File: src/common/ooo_pkg.sv
`default_nettype none

package ooo_pkg;

    localparam int XLEN      = 32;
    localparam int PRF_IDX_W = 6;
    localparam int ROB_IDX_W = 5;

    // top-level defaults
    localparam int DEFAULT_NUM_ALU     = 3;
    localparam int DEFAULT_NUM_MULT    = 2;
    localparam int DEFAULT_CDB_WIDTH   = 2;
    localparam int DEFAULT_MULT_STAGES = 4;

    typedef logic [XLEN-1:0]      data_t;
    typedef logic [PRF_IDX_W-1:0] prf_idx_t;
    typedef logic [ROB_IDX_W-1:0] rob_idx_t;

    typedef enum logic [3:0] {
        OP_ADD   = 4'h0,
        OP_SUB   = 4'h1,
        OP_AND   = 4'h2,
        OP_OR    = 4'h3,
        OP_XOR   = 4'h4,
        OP_SLL   = 4'h5,
        OP_SRL   = 4'h6,
        // signed compare
        OP_SLT   = 4'h7,
        // multiplier ops
        OP_MUL   = 4'h8,
        OP_MULHU = 4'h9
    } fu_op_e;

    // issue packet, 80 bits
    typedef struct packed {
        logic     valid;
        fu_op_e   op;
        data_t    rs1_value;
        data_t    rs2_value;
        prf_idx_t dest_prf;
        rob_idx_t rob_idx;
    } fu_packet_t;

    // result held inside a unit, 44 bits
    typedef struct packed {
        logic     done;
        prf_idx_t dest_prf;
        rob_idx_t rob_idx;
        data_t    value;
    } fu_result_t;

    // one bus slot, 44 bits
    typedef struct packed {
        logic     valid;
        prf_idx_t dest_prf;
        rob_idx_t rob_idx;
        data_t    value;
    } cdb_packet_t;

endpackage

`default_nettype wire

File: src/cdb/cdb_select.sv
`timescale 1ns/1ns
`default_nettype none

module cdb_select
    import ooo_pkg::*;
#(
    parameter int NUM_ALU   = DEFAULT_NUM_ALU,
    parameter int NUM_MULT  = DEFAULT_NUM_MULT,
    parameter int CDB_WIDTH = DEFAULT_CDB_WIDTH
) (
    input  wire                                    clock,
    input  wire                                    rst_n,
    input  wire                                    squash,
    input  wire fu_result_t [NUM_MULT+NUM_ALU-1:0] fu_results,
    output logic [NUM_MULT+NUM_ALU-1:0]            select,
    output cdb_packet_t [CDB_WIDTH-1:0]            cdb_output
);

    localparam int NUM_FU = NUM_MULT + NUM_ALU;
    localparam int CNT_W  = $clog2(CDB_WIDTH + 1);

    logic [CNT_W-1:0]            grant_cnt;
    cdb_packet_t [CDB_WIDTH-1:0] cdb_next;

    function automatic cdb_packet_t to_cdb(input fu_result_t res);
        cdb_packet_t pkt;
        pkt.valid    = 1'b1;
        pkt.dest_prf = res.dest_prf;
        pkt.rob_idx  = res.rob_idx;
        pkt.value    = res.value;
        return pkt;
    endfunction

    // lowest index wins, so multipliers go before ALUs
    always_comb begin
        select    = '0;
        cdb_next  = '0;
        grant_cnt = '0;
        for (int i = 0; i < NUM_FU; i++) begin
            if (fu_results[i].done && (grant_cnt < CNT_W'(CDB_WIDTH))) begin
                select[i]           = 1'b1;
                cdb_next[grant_cnt] = to_cdb(fu_results[i]);
                grant_cnt           = grant_cnt + CNT_W'(1);
            end
        end
    end

    // unused slots stay invalid
    always_ff @(posedge clock or negedge rst_n) begin
        if (!rst_n) begin
            cdb_output <= '0;
        end else if (squash) begin
            cdb_output <= '0;
        end else begin
            cdb_output <= cdb_next;
        end
    end

endmodule

`default_nettype wire

File: config.mk
export PLATFORM = sky130hd
export DESIGN_NAME = cdb_select
export DESIGN_NICKNAME = d
export VERILOG_FILES = /design/src/common/ooo_pkg.sv /design/src/cdb/cdb_select.sv
export SDC_FILE = /design/constraint.sdc
export NUM_CORES = 1
export LEC_CHECK = 0
export ABC_AREA = 1
export BUFFER_PORTS_ARGS = -buffer_cell sky130_fd_sc_hd__buf_2
export CAP_MARGIN = 10
export CORE_ASPECT_RATIO = 1.75
export CORE_MARGIN = 2
export CORE_UTILIZATION = 53
export CTS_CLUSTER_SIZE = 8
export DETAILED_ROUTE_END_ITERATION = 7
export PLACE_DENSITY = 0.87
export SLEW_MARGIN = 20
export SYNTH_ARGS = -nofsm -noshare
export SYNTH_HDL_FRONTEND = slang
export SYNTH_SLANG_ARGS = --single-unit
File: constraint.sdc
create_clock -name clock -period 4 [get_ports clock]
set_input_delay 0.2 -clock clock [delete_from_list [all_inputs] [get_ports clock]]
set_output_delay 0.2 -clock clock [all_outputs]
set_load 0.05 [all_outputs]
After elaboration in Yosys (flattened, before gate mapping)
Cells that the tools add are included.
- register bits: 88
- input port bits: 223
- word-level logic and storage cells: 58
- $add $sub $neg: 3
- muxes and demuxes: 27
- magnitude comparators: 12
- reductions and logical operators: 8
- operator list (kind ; count):
    2-to-1 mux 88 bit ; 5
    bitwise mux 88 bit ; 4
    2-to-1 mux 44 bit ; 5
    demux 44 bit (select 1 bit) ; 4
    < comparator 2 bit, second input constant ; 8
    >= comparator 2 x 1 -> 1 bit, second input constant ; 4
    logical AND 1 bit ; 8
    adder 2 x 1 -> 2 bit, second input constant ; 3
    2-to-1 mux 1 bit ; 6
    2-to-1 mux 2 bit ; 3

Depth between registers and ports, before layout
- word-level depth: 17
- depth in mapped cells: 18
- depth with buffers taken out: 13

Worst setup path after synthesis
OpenSTA, ideal clock, no wires.
- path kind: in2reg
- from: in fu_results[43] (netlist name)
- to: reg cdb_output[77] (netlist name)
- arrival: 2930 ps
- stages on the path: 15
- path slack: 955 ps
- setup time: 115 ps
- path buffers: 5
- path through: buf_2 -> clkinv_1 -> buf_2 -> ha_1 -> nand3_1 -> nand2_2 -> buf_4 -> buf_2 -> ha_1 -> o21ai_0 -> nor2_4 -> clkbuf_1 -> nand3b_1 -> nand2_1 -> nor2_1
- longest elaborated chain between the ends: 17
- RTL lines (item ; RTL line ; text):
    start: declaration ; cdb_select.sv:14 ; input wire fu_result_t [NUM_MULT+NUM_ALU-1:0] fu_results,
    2-to-1 mux 1 bit (*) ; cdb_select.sv:40 ; if (fu_results[i].done && (grant_cnt < CNT_W'(CDB_WIDTH))) begin
    < comparator 2 bit ; cdb_select.sv:40, cdb_select.sv:42 ;
    logical AND 1 bit ; cdb_select.sv:40 ;
    2-to-1 mux 2 bit ; cdb_select.sv:40 ;
    < comparator 2 bit ; cdb_select.sv:40, cdb_select.sv:42 ;
    logical AND 1 bit ; cdb_select.sv:40 ;
    2-to-1 mux 2 bit ; cdb_select.sv:40 ;
    < comparator 2 bit ; cdb_select.sv:40, cdb_select.sv:42 ;
    logical AND 1 bit ; cdb_select.sv:40 ;
    2-to-1 mux 2 bit ; cdb_select.sv:40 ;
    >= comparator 2 x 1 -> 1 bit (implied by the code) / < comparator 2 bit (equally long branches) ; cdb_select.sv:42, cdb_select.sv:40 ;
    logical AND 1 bit (implied by the code) ; cdb_select.sv:42 ; cdb_next[grant_cnt] = to_cdb(fu_results[i]);
    2-to-1 mux 44 bit (implied by the code) ; cdb_select.sv:42 ;
    demux 44 bit (select 1 bit) ; cdb_select.sv:42 ;
    bitwise mux 88 bit ; cdb_select.sv:42 ;
    2-to-1 mux 88 bit (*) ; cdb_select.sv:40 ;
    2-to-1 mux 88 bit (*) ; cdb_select.sv:52 ; end else if (squash) begin
    end signal: assignment ; cdb_select.sv:55 ; cdb_output <= cdb_next;
    end: declaration ; cdb_select.sv:16 ; output cdb_packet_t [CDB_WIDTH-1:0] cdb_output
Every way passes the cells marked *; elsewhere a longest branch is shown, timed or not.

Worst setup path in the final report
- from: in fu_results[43] (netlist name)
- to: reg cdb_output[5] (netlist name)
- longest elaborated chain between the ends: 17
- RTL lines (item ; RTL line):
    2-to-1 mux 1 bit ; cdb_select.sv:40
    < comparator 2 bit ; cdb_select.sv:40, cdb_select.sv:42
    logical AND 1 bit ; cdb_select.sv:40
    2-to-1 mux 2 bit ; cdb_select.sv:40
    < comparator 2 bit ; cdb_select.sv:40, cdb_select.sv:42
    logical AND 1 bit ; cdb_select.sv:40
    2-to-1 mux 2 bit ; cdb_select.sv:40
    < comparator 2 bit ; cdb_select.sv:40, cdb_select.sv:42
    logical AND 1 bit ; cdb_select.sv:40
    2-to-1 mux 2 bit ; cdb_select.sv:40
    >= comparator 2 x 1 -> 1 bit (implied by the code) / < comparator 2 bit (equally long branches) ; cdb_select.sv:42, cdb_select.sv:40
    logical AND 1 bit (implied by the code) ; cdb_select.sv:42
    2-to-1 mux 44 bit (implied by the code) ; cdb_select.sv:42
    demux 44 bit (select 1 bit) ; cdb_select.sv:42
    bitwise mux 88 bit ; cdb_select.sv:42
    2-to-1 mux 88 bit (*) ; cdb_select.sv:40
    2-to-1 mux 88 bit (*) ; cdb_select.sv:52
Marked as above.

==> impl_metrics.env <==
export IMPL_die_x_microns=94.37
export IMPL_arrival_ns=3.30
export IMPL_hold_viol=0
export IMPL_required_ns=4.24
export IMPL_grt_max_degree=52
export IMPL_fin_crit_ns=3.065
export IMPL_synth_ff_type="dfrtp_1"
export IMPL_synth_cell_types=23
export IMPL_top_regs="cdb_output: 88 flops"
export IMPL_io_buffer_count=315
export IMPL_drive_above_1_share_pct=23.07
export IMPL_clockBufferDepth=2
export IMPL_drc=0
export IMPL_antenna_found_initial=8
export IMPL_synth_area_top_cells="dfrtp_1 29%, nand2_1 28%, inv_1 8.9%"
export IMPL_cp_start_kind="input port"
export IMPL_crit_fanout=32
export IMPL_clk_pin_slew_ns=0.07
export IMPL_synth_top_cell_by_area="dfrtp_1"
export IMPL_period_share_pct=76.63
export IMPL_first_pass_iters=5
export IMPL_path_class="in2reg"
export IMPL_dieHeight_microns=162.1
export IMPL_drt_iter0_markers=701
export IMPL_power_leakage_nw=6.279
export IMPL_peakVddDrop_v=0.0002451
export IMPL_synth_top_area_share_pct=29.08
export IMPL_crit_start="fu_results[43]"
export IMPL_rows=57
export IMPL_power_density_nw_per_um2=342.0
export IMPL_largest_reg_flops=88
export IMPL_grt_overflow=0
export IMPL_synthCells=1348
export IMPL_synth_most_common_cell="nand2_1"
export IMPL_slew_headroom_pct=33.84
export IMPL_via_count=9590
export IMPL_hold_worst_slack_ns=0.06554
export IMPL_worst_slew_pin_slew_ns=0.9889
export IMPL_ys_top_cells_by_count="569 x nand2_1, 179 x inv_1, 178 x nor2_1"
export IMPL_synth_edf_count=0
export IMPL_min_from="squash"
export IMPL_setup_violations_final=0
export IMPL_hp_class="in2reg"
export IMPL_ys_seq_elements=88
export IMPL_post_cts_resized=0
export IMPL_ys_async_sr_fraction_pct=100.0
export IMPL_totalWireLength_mm=29.12
export IMPL_nets=1833
export IMPL_grt_pass1_wl_mm=44.21
export IMPL_fmax_mhz=326.2
export IMPL_via_per_inst=5.349
export IMPL_core_sq_um=13910
export IMPL_grt_usage_pct=37.23
export IMPL_ant_nets=0
export IMPL_avgSynthCellArea_sq_um=5.618
export IMPL_cts_htree_levels=3
export IMPL_regMostFlops="cdb_output"
export IMPL_post_dp_hpwl_mm=21.17
export IMPL_slew_violations=0
export IMPL_cts_buffers=9
export IMPL_yosysWarnings=0
export IMPL_synth_area_sq_um=7574
export IMPL_drv_cap=0
export IMPL_dieArea_sq_um=15300
export IMPL_io_pins=316
export IMPL_gp_congestion=1.026
export IMPL_finish_utilization_pct=67.96
export IMPL_area_growth_pct=24.80
export IMPL_cts_sinks=88
export IMPL_synth_nets=1578
export IMPL_tns_ns=0
export IMPL_routedWlPerCell_microns=16.24
export IMPL_start_util_pct=54.46
export IMPL_synth_seq_area_share_pct=29.08
export IMPL_endpoint_kind="flip-flop"
export IMPL_cts_root_buf="clkbuf_16"
export IMPL_status="complete, no violations"
export IMPL_cts_tree="yes"
export IMPL_grt_pass1_vias=8957
export IMPL_rsz0062_at_grt="false"
==> metal layers <==
metal	vias up	global-route usage (%)	share of wire, %
met1	4232	41.36	33
li1	4570	-	-
met4	0	25.36	7.2
met2	640	63.80	50
met3	148	6.169	9.2
met5	-	0	0
==> layout by cell type (no fill, tap or decap), types with 2 or more instances in the layout <==
cell,instances
nand3_1,47
nor2_4,3
nand3_2,3
nand3b_1,42
inv_2,2
diode_2,8
dfrtp_1,88
inv_1,179
buf_2,314
nand2_1,567
nand4_1,43
inv_6,3
ha_1,6
clkbuf_16,9
clkinv_2,2
buf_4,24
nand2_2,5
o21ai_0,85
nor2_1,176
==> repair_timing <==
action                                  4_1_cts  5_1_grt
buffers inserted                              0        0
hold endpoints to repair                     46        0
hold buffers                                  1        0
endpoints found under the setup margin        0        0
==> worst max-delay path, stage by stage <==
cell	delay, ns
buf_2	0.30
buf_4	0.29
ha_1	0.20
inv_1	0.05
nand2_1	0.18
nand2_1	0.09
nand2_2	0.09
buf_4	0.29
ha_2	0.55
nand3_2	0.29
buf_4	0.34
nand2_1	0.12
nand2_1	0.05
inv_1	0.06
nand2_1	0.06
nand2_1	0.08
nor2_1	0.04
==> through the flow <==
step,instances,cell area (sq um),power (mW),setup WS (ns)
global route,1793,9452,3.387,0.7548
floorplan,1348,7574,1.913,0.9551
CTS,1785,9432,3.225,0.9940
finish,1793,9452,3.232,0.9347
global placement,1768,9119,2.320,0.7751
detailed placement,1768,9119,2.333,0.6603
==> power breakdown <==
group / switching, mW / internal, mW
clock network: 0.402 / 0.494
registers: 0.0317 / 0.980
logic: 0.967 / 0.357
total: 1.40 / 1.83
==> logic make-up after synthesis <==
logic type               Yosys count  synth area share, %
adder cells (fa/ha/maj)            7                1.156
AND/OR/NAND/NOR                  889                48.87
buffers and inverters            277                15.13
flip-flops                        88                29.08
AO/OA/AOI/OAI                     87                5.766
==> area by class of cell <==
type | instances | area, sq um
Fill cell | 1371 | 4456
Multi-Input combinational cell | 983 | 4260
Sequential cell | 88 | 2202
Timing Repair Buffer | 339 | 1762
Inverter | 182 | 683.2
Clock buffer | 9 | 225.2
Tap cell | 177 | 221.5
Clock inverter | 7 | 77.57
Antenna cell | 8 | 20.02
==> worst paths after layout <==
| check | end | slack (ns) | depth (start not counted) |
|---|---|---|---|
| max in group asynchronous | cdb_output[49] | 2.54 | 3 |
| min | cdb_output[87] | 0.07 | 2 |
| max | cdb_output[5] | 0.93 | 17 |
| min in group asynchronous | cdb_output[36] | 0.42 | 2 |
Note: power is estimated with default switching activity, not from simulation.
